File: src/logic/cache_pkg.sv
package cache_pkg;

   // front-end address and word geometry
   localparam int FE_ADDR_W = 16;
   localparam int DATA_W    = 32;
   localparam int NBYTES    = DATA_W / 8;
   localparam int BOFF_W    = $clog2(NBYTES);

   // two ways, 16 lines of 4 words each
   localparam int NWAYS    = 2;
   localparam int NWAYS_W  = $clog2(NWAYS);
   localparam int NLINES_W = 4;
   localparam int NLINES   = 2 ** NLINES_W;
   localparam int NWORDS_W = 2;
   localparam int NWORDS   = 2 ** NWORDS_W;
   localparam int TAG_W    = FE_ADDR_W - NLINES_W - NWORDS_W - BOFF_W;

   // data RAM holds the same word of every way side by side
   localparam int DMEM_W       = NWAYS * DATA_W;
   localparam int DMEM_NB      = NWAYS * NBYTES;
   localparam int DMEM_DEPTH_W = NLINES_W + NWORDS_W;

   // tag RAM holds one tag per way, one byte lane each
   localparam int TAGMEM_W = NWAYS * TAG_W;

   typedef struct packed {
      logic [TAG_W-1:0]    tag;
      logic [NLINES_W-1:0] index;
      logic [NWORDS_W-1:0] word;
      logic [BOFF_W-1:0]   boff;
   } fe_addr_t;

   // zero wstrb means read
   typedef struct packed {
      logic              avalid;
      fe_addr_t          addr;
      logic [NBYTES-1:0] wstrb;
      logic [DATA_W-1:0] wdata;
   } fe_req_t;

   typedef struct packed {
      logic              ready;
      logic [DATA_W-1:0] rdata;
      logic              rvalid;
   } fe_resp_t;

   typedef struct packed {
      logic                 avalid;
      logic [FE_ADDR_W-1:0] addr;
      logic [NBYTES-1:0]    wstrb;
      logic [DATA_W-1:0]    wdata;
   } be_req_t;

   typedef struct packed {
      logic              ready;
      logic [DATA_W-1:0] rdata;
      logic              rvalid;
   } be_resp_t;

   typedef enum logic [1:0] {ST_IDLE, ST_LOOKUP, ST_REFILL, ST_WTHRU} ctrl_state_e;

   typedef enum logic [1:0] {BE_IDLE, BE_RD_REQ, BE_RD_WAIT, BE_WR} be_state_e;

   typedef enum logic {OP_REFILL, OP_WRITE} be_op_e;

endpackage

File: src/logic/cache_be_ctrl.sv
module cache_be_ctrl (
   input  logic                           clk_i,
   input  logic                           rst_n_i,
   input  logic                           start_i,
   input  cache_pkg::be_op_e              op_i,
   input  logic [cache_pkg::FE_ADDR_W-1:0] addr_i,
   input  logic [cache_pkg::NBYTES-1:0]    wstrb_i,
   input  logic [cache_pkg::DATA_W-1:0]    wdata_i,
   output cache_pkg::be_req_t             be_req_o,
   input  cache_pkg::be_resp_t            be_resp_i,
   output logic                           fill_we_o,
   output logic [cache_pkg::NWORDS_W-1:0]  fill_word_o,
   output logic [cache_pkg::DATA_W-1:0]    fill_data_o,
   output logic                           done_o
);

   import cache_pkg::*;

   be_state_e            state_q;
   logic [FE_ADDR_W-1:0] addr_q;
   logic [NBYTES-1:0]    wstrb_q;
   logic [DATA_W-1:0]    wdata_q;
   logic [NWORDS_W-1:0]  req_cnt_q;
   logic [NWORDS_W-1:0]  rsp_cnt_q;
   logic                 done_q;

   always_comb begin
      be_req_o.avalid = (state_q == BE_RD_REQ) | (state_q == BE_WR);
      be_req_o.wstrb  = (state_q == BE_WR) ? wstrb_q : '0;
      be_req_o.wdata  = wdata_q;
      // refill walks the line from word 0
      if (state_q == BE_WR) begin
         be_req_o.addr = addr_q;
      end else begin
         be_req_o.addr = {addr_q[FE_ADDR_W-1:NWORDS_W+BOFF_W], req_cnt_q, {BOFF_W{1'b0}}};
      end
   end

   // returned words go straight into the data RAM
   assign fill_we_o   = be_resp_i.rvalid & ((state_q == BE_RD_REQ) | (state_q == BE_RD_WAIT));
   assign fill_word_o = rsp_cnt_q;
   assign fill_data_o = be_resp_i.rdata;
   assign done_o      = done_q;

   always_ff @(posedge clk_i or negedge rst_n_i) begin
      if (!rst_n_i) begin
         state_q   <= BE_IDLE;
         req_cnt_q <= '0;
         rsp_cnt_q <= '0;
         done_q    <= 1'b0;
      end else begin
         done_q <= 1'b0;
         if (fill_we_o) begin
            rsp_cnt_q <= rsp_cnt_q + 1'b1;
         end
         case (state_q)
            BE_IDLE: begin
               if (start_i) begin
                  req_cnt_q <= '0;
                  rsp_cnt_q <= '0;
                  state_q   <= (op_i == OP_WRITE) ? BE_WR : BE_RD_REQ;
               end
            end
            BE_RD_REQ: begin
               if (be_resp_i.ready) begin
                  req_cnt_q <= req_cnt_q + 1'b1;
                  if (req_cnt_q == '1) begin
                     state_q <= BE_RD_WAIT;
                  end
               end
            end
            BE_RD_WAIT: begin
               if (be_resp_i.rvalid && rsp_cnt_q == '1) begin
                  state_q <= BE_IDLE;
                  done_q  <= 1'b1;
               end
            end
            BE_WR: begin
               if (be_resp_i.ready) begin
                  state_q <= BE_IDLE;
                  done_q  <= 1'b1;
               end
            end
            default: state_q <= BE_IDLE;
         endcase
      end
   end

   // operands captured at start
   always_ff @(posedge clk_i) begin
      if (state_q == BE_IDLE && start_i) begin
         addr_q  <= addr_i;
         wstrb_q <= wstrb_i;
         wdata_q <= wdata_i;
      end
   end

   a_req_held: assert property (
      @(posedge clk_i) disable iff (!rst_n_i)
      be_req_o.avalid && !be_resp_i.ready |=>
         be_req_o.avalid && $stable(be_req_o.addr) && $stable(be_req_o.wdata)
   );

endmodule

File: src/logic/cache_ctrl.sv
module cache_ctrl (
   input  logic                              clk_i,
   input  logic                              rst_n_i,
   input  cache_pkg::fe_req_t                fe_req_i,
   output cache_pkg::fe_resp_t               fe_resp_o,
   input  logic                              invalidate_i,
   output logic                              wr_hit_o,
   output logic                              wr_miss_o,
   output logic                              rd_hit_o,
   output logic                              rd_miss_o,
   output logic                              data_mem_en_o,
   output logic [cache_pkg::DMEM_NB-1:0]      data_mem_we_o,
   output logic [cache_pkg::DMEM_DEPTH_W-1:0] data_mem_addr_o,
   output logic [cache_pkg::DMEM_W-1:0]       data_mem_d_o,
   input  logic [cache_pkg::DMEM_W-1:0]       data_mem_d_i,
   output logic                              tag_mem_en_o,
   output logic [cache_pkg::NWAYS-1:0]        tag_mem_we_o,
   output logic [cache_pkg::NLINES_W-1:0]     tag_mem_addr_o,
   output logic [cache_pkg::TAGMEM_W-1:0]     tag_mem_d_o,
   input  logic [cache_pkg::TAGMEM_W-1:0]     tag_mem_d_i,
   input  logic [cache_pkg::NWAYS_W-1:0]      victim_i,
   output logic                              refill_done_o,
   output logic                              be_start_o,
   output cache_pkg::be_op_e                 be_op_o,
   output logic [cache_pkg::FE_ADDR_W-1:0]    be_addr_o,
   output logic [cache_pkg::NBYTES-1:0]       be_wstrb_o,
   output logic [cache_pkg::DATA_W-1:0]       be_wdata_o,
   input  logic                              fill_we_i,
   input  logic [cache_pkg::NWORDS_W-1:0]     fill_word_i,
   input  logic [cache_pkg::DATA_W-1:0]       fill_data_i,
   input  logic                              be_done_i
);

   import cache_pkg::*;

   ctrl_state_e                  state_q;
   ctrl_state_e                  state_d;
   fe_req_t                      req_q;
   logic [NLINES-1:0][NWAYS-1:0] valid_q;
   logic [NWAYS_W-1:0]           victim_q;
   logic                         reread_q;

   logic               lookup;
   logic               rd_r;
   logic               wr_r;
   logic               hit;
   logic               ready;
   logic               accept;
   logic               fill_done;
   logic [NWAYS-1:0]   way_hit;
   logic [NWAYS_W-1:0] hit_way;
   logic [NWAYS_W-1:0] rd_way;

   assign lookup = (state_q == ST_LOOKUP);
   assign rd_r   = req_q.avalid & ~|req_q.wstrb;
   assign wr_r   = req_q.avalid & |req_q.wstrb;

   // tag compare, gated by the valid bits of the line
   always_comb begin
      for (int w = 0; w < NWAYS; w++) begin
         way_hit[w] = valid_q[req_q.addr.index][w] &
                      (tag_mem_d_i[w*TAG_W +: TAG_W] == req_q.addr.tag);
      end
   end

   always_comb begin
      hit_way = '0;
      for (int w = 0; w < NWAYS; w++) begin
         if (way_hit[w]) begin
            hit_way = NWAYS_W'(w);
         end
      end
   end

   assign hit       = |way_hit;
   assign rd_hit_o  = lookup & rd_r & hit;
   assign rd_miss_o = lookup & rd_r & ~hit;
   assign wr_hit_o  = lookup & wr_r & hit;
   assign wr_miss_o = lookup & wr_r & ~hit;

   // a read hit keeps the pipe open, write-through frees it on done
   assign ready     = (state_q == ST_IDLE) | rd_hit_o | ((state_q == ST_WTHRU) & be_done_i);
   assign accept    = fe_req_i.avalid & ready;
   assign fill_done = (state_q == ST_REFILL) & be_done_i;

   assign refill_done_o = fill_done;

   // after a refill the requested word comes from the victim way
   assign rd_way           = reread_q ? victim_q : hit_way;
   assign fe_resp_o.ready  = ready;
   assign fe_resp_o.rvalid = rd_hit_o | reread_q;
   assign fe_resp_o.rdata  = data_mem_d_i[rd_way*DATA_W +: DATA_W];

   always_comb begin
      data_mem_en_o = accept | wr_hit_o | fill_we_i | fill_done;
      data_mem_we_o = '0;
      data_mem_d_o  = {NWAYS{fill_data_i}};
      if (wr_hit_o) begin
         data_mem_we_o = DMEM_NB'(req_q.wstrb) << (hit_way * NBYTES);
         data_mem_d_o  = {NWAYS{req_q.wdata}};
      end else if (fill_we_i) begin
         data_mem_we_o = DMEM_NB'({NBYTES{1'b1}}) << (victim_q * NBYTES);
      end
      if (accept) begin
         data_mem_addr_o = {fe_req_i.addr.index, fe_req_i.addr.word};
      end else if (fill_we_i) begin
         data_mem_addr_o = {req_q.addr.index, fill_word_i};
      end else begin
         data_mem_addr_o = {req_q.addr.index, req_q.addr.word};
      end
   end

   // tag written once the whole line is in
   assign tag_mem_en_o   = accept | fill_done;
   assign tag_mem_we_o   = {NWAYS{fill_done}} & (NWAYS'(1) << victim_q);
   assign tag_mem_addr_o = accept ? fe_req_i.addr.index : req_q.addr.index;
   assign tag_mem_d_o    = {NWAYS{req_q.addr.tag}};

   assign be_start_o = rd_miss_o | (lookup & wr_r);
   assign be_op_o    = wr_r ? OP_WRITE : OP_REFILL;
   assign be_addr_o  = {req_q.addr.tag, req_q.addr.index, req_q.addr.word, {BOFF_W{1'b0}}};
   assign be_wstrb_o = req_q.wstrb;
   assign be_wdata_o = req_q.wdata;

   always_comb begin
      state_d = state_q;
      case (state_q)
         ST_IDLE: begin
            if (accept) begin
               state_d = ST_LOOKUP;
            end
         end
         ST_LOOKUP: begin
            if (wr_r) begin
               state_d = ST_WTHRU;
            end else if (rd_miss_o) begin
               state_d = ST_REFILL;
            end else if (!accept) begin
               state_d = ST_IDLE;
            end
         end
         ST_REFILL: begin
            if (be_done_i) begin
               state_d = ST_IDLE;
            end
         end
         ST_WTHRU: begin
            if (be_done_i) begin
               state_d = accept ? ST_LOOKUP : ST_IDLE;
            end
         end
         default: state_d = ST_IDLE;
      endcase
   end

   always_ff @(posedge clk_i or negedge rst_n_i) begin
      if (!rst_n_i) begin
         state_q  <= ST_IDLE;
         reread_q <= 1'b0;
         valid_q  <= '0;
      end else begin
         state_q  <= state_d;
         reread_q <= fill_done;
         if (invalidate_i && (state_q == ST_IDLE || lookup)) begin
            valid_q <= '0;
         end else if (fill_done) begin
            valid_q[req_q.addr.index][victim_q] <= 1'b1;
         end
      end
   end

   // request and victim way held for the lookup and refill
   always_ff @(posedge clk_i) begin
      if (accept) begin
         req_q <= fe_req_i;
      end
      if (rd_miss_o) begin
         victim_q <= victim_i;
      end
   end

   // a tag is only written on a miss, so no two valid ways match
   a_way_hit_onehot: assert property (
      @(posedge clk_i) disable iff (!rst_n_i)
      lookup |-> $onehot0(way_hit)
   );

   a_no_rvalid_after_write: assert property (
      @(posedge clk_i) disable iff (!rst_n_i)
      accept && |fe_req_i.wstrb |=> !fe_resp_o.rvalid
   );

endmodule

File: src/logic/cache_replace.sv
module cache_replace (
   input  logic                          clk_i,
   input  logic                          rst_n_i,
   input  logic [cache_pkg::NLINES_W-1:0] index_i,
   input  logic                          advance_i,
   output logic [cache_pkg::NWAYS_W-1:0]  victim_o
);

   import cache_pkg::*;

   // one round-robin pointer per line
   logic [NLINES-1:0][NWAYS_W-1:0] ptr_q;

   assign victim_o = ptr_q[index_i];

   always_ff @(posedge clk_i or negedge rst_n_i) begin
      if (!rst_n_i) begin
         ptr_q <= '0;
      end else if (advance_i) begin
         // wrap back to way 0 after the last way
         if (ptr_q[index_i] == NWAYS_W'(NWAYS - 1)) begin
            ptr_q[index_i] <= '0;
         end else begin
            ptr_q[index_i] <= ptr_q[index_i] + 1'b1;
         end
      end
   end

   // a refill takes several cycles, so done never repeats back to back
   a_advance_single: assert property (
      @(posedge clk_i) disable iff (!rst_n_i)
      advance_i |=> !advance_i
   );

endmodule

File: src/logic/cache_sram.sv
module cache_sram #(
   parameter int DATA_W  = 32,
   parameter int DEPTH_W = 4
) (
   input  logic                  clk_i,
   input  logic                  en_i,
   input  logic [DATA_W/8-1:0]   we_i,
   input  logic [DEPTH_W-1:0]    addr_i,
   input  logic [DATA_W-1:0]     d_i,
   output logic [DATA_W-1:0]     d_o
);

   localparam int NLANES = DATA_W / 8;

   logic [DATA_W-1:0] mem [2**DEPTH_W];

   // read-first, read data valid one cycle after en_i
   always_ff @(posedge clk_i) begin
      if (en_i) begin
         for (int b = 0; b < NLANES; b++) begin
            if (we_i[b]) begin
               mem[addr_i][b*8 +: 8] <= d_i[b*8 +: 8];
            end
         end
         d_o <= mem[addr_i];
      end
   end

endmodule

File: src/logic/cache_top.sv
module cache_top (
   input  logic                clk_i,
   input  logic                rst_n_i,
   input  cache_pkg::fe_req_t  fe_req_i,
   output cache_pkg::fe_resp_t fe_resp_o,
   input  logic                invalidate_i,
   output logic                wr_hit_o,
   output logic                wr_miss_o,
   output logic                rd_hit_o,
   output logic                rd_miss_o,
   output cache_pkg::be_req_t  be_req_o,
   input  cache_pkg::be_resp_t be_resp_i
);

   import cache_pkg::*;

   // data and tag RAM ports
   logic                    data_mem_en;
   logic [DMEM_NB-1:0]      data_mem_we;
   logic [DMEM_DEPTH_W-1:0] data_mem_addr;
   logic [DMEM_W-1:0]       data_mem_wdata;
   logic [DMEM_W-1:0]       data_mem_rdata;
   logic                    tag_mem_en;
   logic [NWAYS-1:0]        tag_mem_we;
   logic [NLINES_W-1:0]     tag_mem_addr;
   logic [TAGMEM_W-1:0]     tag_mem_wdata;
   logic [TAGMEM_W-1:0]     tag_mem_rdata;

   logic [NWAYS_W-1:0] victim;
   logic               refill_done;

   // controller to back-end sequencer
   logic                 be_start;
   be_op_e               be_op;
   logic [FE_ADDR_W-1:0] be_addr;
   logic [NBYTES-1:0]    be_wstrb;
   logic [DATA_W-1:0]    be_wdata;
   logic                 fill_we;
   logic [NWORDS_W-1:0]  fill_word;
   logic [DATA_W-1:0]    fill_data;
   logic                 be_done;

   cache_ctrl ctrl (
      .clk_i, .rst_n_i, .fe_req_i, .fe_resp_o, .invalidate_i,
      .wr_hit_o, .wr_miss_o, .rd_hit_o, .rd_miss_o,
      .data_mem_en_o(data_mem_en), .data_mem_we_o(data_mem_we),
      .data_mem_addr_o(data_mem_addr), .data_mem_d_o(data_mem_wdata),
      .data_mem_d_i(data_mem_rdata),
      .tag_mem_en_o(tag_mem_en), .tag_mem_we_o(tag_mem_we),
      .tag_mem_addr_o(tag_mem_addr), .tag_mem_d_o(tag_mem_wdata),
      .tag_mem_d_i(tag_mem_rdata),
      .victim_i(victim), .refill_done_o(refill_done),
      .be_start_o(be_start), .be_op_o(be_op), .be_addr_o(be_addr),
      .be_wstrb_o(be_wstrb), .be_wdata_o(be_wdata),
      .fill_we_i(fill_we), .fill_word_i(fill_word), .fill_data_i(fill_data),
      .be_done_i(be_done)
   );

   cache_sram #(.DATA_W(DMEM_W), .DEPTH_W(DMEM_DEPTH_W)) data_ram (
      .clk_i, .en_i(data_mem_en), .we_i(data_mem_we), .addr_i(data_mem_addr),
      .d_i(data_mem_wdata), .d_o(data_mem_rdata)
   );

   cache_sram #(.DATA_W(TAGMEM_W), .DEPTH_W(NLINES_W)) tag_ram (
      .clk_i, .en_i(tag_mem_en), .we_i(tag_mem_we), .addr_i(tag_mem_addr),
      .d_i(tag_mem_wdata), .d_o(tag_mem_rdata)
   );

   // tag RAM address is the index of the line being looked up or refilled
   cache_replace replace (
      .clk_i, .rst_n_i, .index_i(tag_mem_addr), .advance_i(refill_done), .victim_o(victim)
   );

   cache_be_ctrl be_ctrl (
      .clk_i, .rst_n_i, .start_i(be_start), .op_i(be_op), .addr_i(be_addr),
      .wstrb_i(be_wstrb), .wdata_i(be_wdata), .be_req_o, .be_resp_i,
      .fill_we_o(fill_we), .fill_word_o(fill_word), .fill_data_o(fill_data),
      .done_o(be_done)
   );

endmodule

File: config.mk
export PLATFORM = sky130hd
export DESIGN_NAME = cache_top
export DESIGN_NICKNAME = d
export VERILOG_FILES = /design/src/logic/cache_pkg.sv /design/src/logic/cache_be_ctrl.sv /design/src/logic/cache_ctrl.sv /design/src/logic/cache_replace.sv /design/src/logic/cache_sram.sv /design/src/logic/cache_top.sv
export SDC_FILE = /design/constraint.sdc
export NUM_CORES = 2
export LEC_CHECK = 0
export BUFFER_PORTS_ARGS = -buffer_cell sky130_fd_sc_hd__buf_2
export CAP_MARGIN = 10
export CORE_MARGIN = 1.5
export CORE_UTILIZATION = 28
export DETAILED_ROUTE_END_ITERATION = 7
export PLACE_DENSITY = 0.41
export SLEW_MARGIN = 15
export SYNTH_ARGS = -nofsm -noshare
export SYNTH_HDL_FRONTEND = slang
export SYNTH_MEMORY_MAX_BITS = 65536
export SYNTH_SLANG_ARGS = --single-unit
File: constraint.sdc
create_clock -name clk_i -period 12 [get_ports clk_i]
set_clock_uncertainty 0.15 [all_clocks]
set_input_delay 1.2 -clock clk_i [delete_from_list [all_inputs] [get_ports clk_i]]
set_output_delay 1.2 -clock clk_i [all_outputs]
set_load 0.1 [all_outputs]
==> summary.md <==
| Metric | Value |
|---|---|
| Area grow syn2layout | `15.2%` |
| PwrDens | `between 200 and 250 nW/um2` |
| Max IR drop VDD | `just over 0.2 mV` |
| WL final | `683000 um` |
| Crit-path max FO | `55` |
| Clock root buffer | `clkbuf_16` |
| Clk_lat worst skew | `about 1.1 ns` |
| # resized after CTS | `0` |
| DRC Markers | `0` |
| Cell mode on critical path | `buf_4` |
| Flop2flop setup slack | `just under 4 ns` |
| Syn Std Cell Area | `179000 um2` |
| Crit path max-delay family | `buffers and inverters` |
| Final nets | `around 11000` |
| Synth Warn # | `0` |
| Commonest non-fill, non-tap cell in the layout | `edfxtp_1` |
| PortBufs | `176` |
| Max transition margin | `0.0647` |
| Via count of the first global-routing pass | `approximately 110k` |
| Crit-path slowest cell | `edfxtp_1` |
| Primary FF master, synth | `edfxtp_1` |
| WS Path Type | `flip-flop to flip-flop` |
| Num CTS Buffers | `527` |
| Post-CTS Hold Buffers | `0` |
| Flops & latches, synth | `4592` |
| Worst-path clk slew | `0.06 ns` |
| Bufs and invs on worst path | `4` |
| Starting density of the core | `0.281` |
| EDFF count, synth | `between 4000 and 5000` |
| Worst Hold Class | `primary input to flip-flop` |
| Fillers | `61100` |
| Slowest stage delay, CP | `between 0.9 and 1 ns` |
| Worst min-delay path endpoint | `ctrl.be_wdata_o[4]$_DFFE_PN_` |
| Share of layout cells above drive strength 1 | `0.129` |
| CP required | `roughly 13 ns` |
| Status | `finished clean` |
| ANT nets after route | `0` |
| CP arrival | `8.71 ns` |
| First-pass GRT wire length | `924000 um` |
| H-tree levels | `6` |
| CTS Buffer Depth | `4` |
| Hold_ws | `0.155 ns` |
| DRT iter0 DRCs | `around 12000` |
| Via/cell ratio | `approximately 5.5` |
| Storage cell area | `approximately 140000 um2` |
| I/O pin total | `181` |
| Pin count of the biggest net entering global routing | `between 100 and 150` |
| HP Start | `fe_req_i[4]` |
| Syn_area_per_cell | `~16 um2` |
| Antenna violations before repair | `slightly above 80` |
| Postcts setup bufs | `0` |
| Async SR Flop Fraction | `0.0126` |
| Critical Path Source Type | `flip-flop` |
| Chip width | `roughly 800 um` |
| Total die area | `646000 um2` |
| Fmax | `about 120 MHz` |
| Footprint of the multi-input gates | `between 30000 and 40000 um2` |
| Core ar. | `between 600000 and 700000 um2` |
| Row cnt | `about 290` |
| Reg2Reg Depth | `14` |
| Setup TNS | `0 ns` |
| Slew Limit Fails | `0` |
| RSZ-0062 raised after global routing | `no` |
| GP Congestion | `between 0.8 and 0.9` |
| Endpoints failing hold | `0` |
| RR Startpoint | `ctrl.be_addr_o[4]$_DFFE_PN_` |
| Via count | `110000` |
| Min cycle time layout | `8.05 ns` |
| Num Clock Sinks | `4592` |
| Slew @ Worst Pin | `around 1.4 ns` |
| Post-DP HPWL | `~400000 um` |
| Fin worst setup slack | `roughly 4.0 ns` |
| LEAKAGE | `between 60 and 70 nW` |
| FF-to-FF End | `data_ram.d_o[19]$_DFFE_PP_` |
| Chip height | `803 um` |
| Setup WS pre-CTS | `between 3 and 4 ns` |
| Final period utilization | `0.670` |
| WHS Path Cells | `1` |
| Critical Path, Cell by Cell | `mux4_2 -> a22o_1 -> o211ai_2 -> a21boi_4 -> buf_4 -> o211ai_4 -> buf_4 -> buf_4 -> buf_4 -> a21boi_0 -> a2111oi_0 -> a31oi_1 -> or4_1 -> or4_1` |
| CTS tree | `yes` |
| Synth cell types | `between 60 and 70` |
| Most frequent cells in the layout | `edfxtp_1 (4534), a22oi_1 (1083), a21boi_0 (746)` |
| Syn Inst Count | `between 10000 and 15000` |
| Element type at the critical path end | `flip-flop` |
| Total track usage | `0.204` |
| Number of setup violations in the final report | `0` |
| Sequential-to-total area share from yosys stat | `0.767` |
| Power Total | `~43 mW` |
| Final global-route overflow total | `0` |
| Drt pass-1 iters | `6` |
| DR WL/cell | `around 34 um` |
| Max-cap violations | `0` |
==> logic make-up (layout without fill, tap and decap cells) <==
group                    Yosys count  in the layout  synth area share
AO/OA/AOI/OAI                   3758           3758             0.162
XOR/XNOR                          17             17          0.000830
adder cells (fa/ha/maj)            7              7          0.000488
buffers and inverters            975           1397            0.0216
flip-flops                      4592           4592             0.767
multiplexers                     150            150            0.0139
other                              1             57         0.0000209
AND/OR/NAND/NOR                 1411           1411            0.0342
==> registers in the layout, summed over array words and instances, names as in the netlist, 16 cells and up <==
signal / count
be_ctrl.wdata_q: 32
ctrl.be_wdata_o: 32
ctrl.valid_q: 32
data_ram.d_o: 64
data_ram.mem: 4096
replace.ptr_q: 16
tag_ram.d_o: 16
tag_ram.mem: 256
==> worst max path at each step <==
stage                                 start                             to  slack (ns)  cells past startpoint
6_report        ctrl.be_addr_o[4]$_DFFE_PN_     data_ram.d_o[19]$_DFFE_PP_        3.95                     14
3_5_place_dp    ctrl.be_addr_o[4]$_DFFE_PN_     data_ram.d_o[19]$_DFFE_PP_        3.83                     14
2_1_floorplan  ctrl.be_addr_o[14]$_DFFE_PN_  data_ram.mem[10][0]$_DFFE_PP_        5.90                     14
3_3_place_gp    ctrl.be_addr_o[4]$_DFFE_PN_     data_ram.d_o[19]$_DFFE_PP_        3.87                     14
4_1_cts         ctrl.be_addr_o[4]$_DFFE_PN_     data_ram.d_o[19]$_DFFE_PP_        3.81                     14
5_1_grt         ctrl.be_addr_o[4]$_DFFE_PN_     data_ram.d_o[19]$_DFFE_PP_        3.79                     14
==> cells in the mapped netlist, types with 32 or more instances <==
master	instances	area (um2)
a21boi_0	746	5600
buf_1	62	233
a22oi_1	1083	8130
o2111ai_1	336	2940
dfrtp_1	58	1450
a221oi_1	119	1040
mux4_2	72	1620
or4_1	92	691
clkbuf_1	788	2960
nor2_1	590	2210
o31ai_1	344	2580
o21a_1	96	721
a31o_2	32	280
a22o_1	166	1450
buf_2	89	445
mux2_2	75	845
a2111oi_0	405	3550
edfxtp_1	4534	136000
a31oi_1	330	2060
nand2_1	447	1680
nand3_1	170	851
==> through the flow <==
step / util / instances / instance area, um2
final: 0.324 / 19800 / 207000
after global placement: 0.298 / 18800 / 190000
after CTS: 0.324 / 19700 / 207000
after detailed placement: 0.298 / 18800 / 190000
after floorplan: - / 10900 / 179000
after global routing: 0.324 / 19800 / 207000
==> worst register-to-register path, cell delays in order, from the launching register on <==
cell and delay [ns]:
edfxtp_1 0.97, mux4_2 0.65, a22o_1 0.27, o211ai_2 0.27, a21boi_4 0.08, buf_4 0.25, o211ai_4 0.26, buf_4 0.47
buf_4 0.83, buf_4 0.85, a21boi_0 0.21, a2111oi_0 0.94, a31oi_1 0.27, or4_1 0.73, or4_1 0.58
==> per-layer routing <==
metal | GRT usage | wire [um]
met1 | 0.275 | 288000
met2 | 0.327 | 319000
met3 | 0.0403 | 51200
met4 | 0.0715 | 24400
met5 | 0 | 121
==> report_power, final <==
| part | switching, mW | internal (mW) | total [mW] |
|---|---|---|---|
| sequential | 0.203 | 18.1 | 18.3 |
| clock | 6.69 | 8.83 | 15.5 |
| combinational | 6.98 | 1.97 | 8.95 |
==> area by class of cell <==
| cell class | instances | area share |
|---|---|---|
| tap | 8407 | 0.0509 |
| inverter | 13 | 0.000272 |
| timing repair buffer | 456 | 0.0162 |
| clock inverter | 274 | 0.0117 |
| clock buffer | 654 | 0.0676 |
| multi-input combinational | 5345 | 0.187 |
| sequential | 4592 | 0.666 |
| antenna | 55 | 0.000666 |
Note: power is estimated with default switching activity, not from simulation.
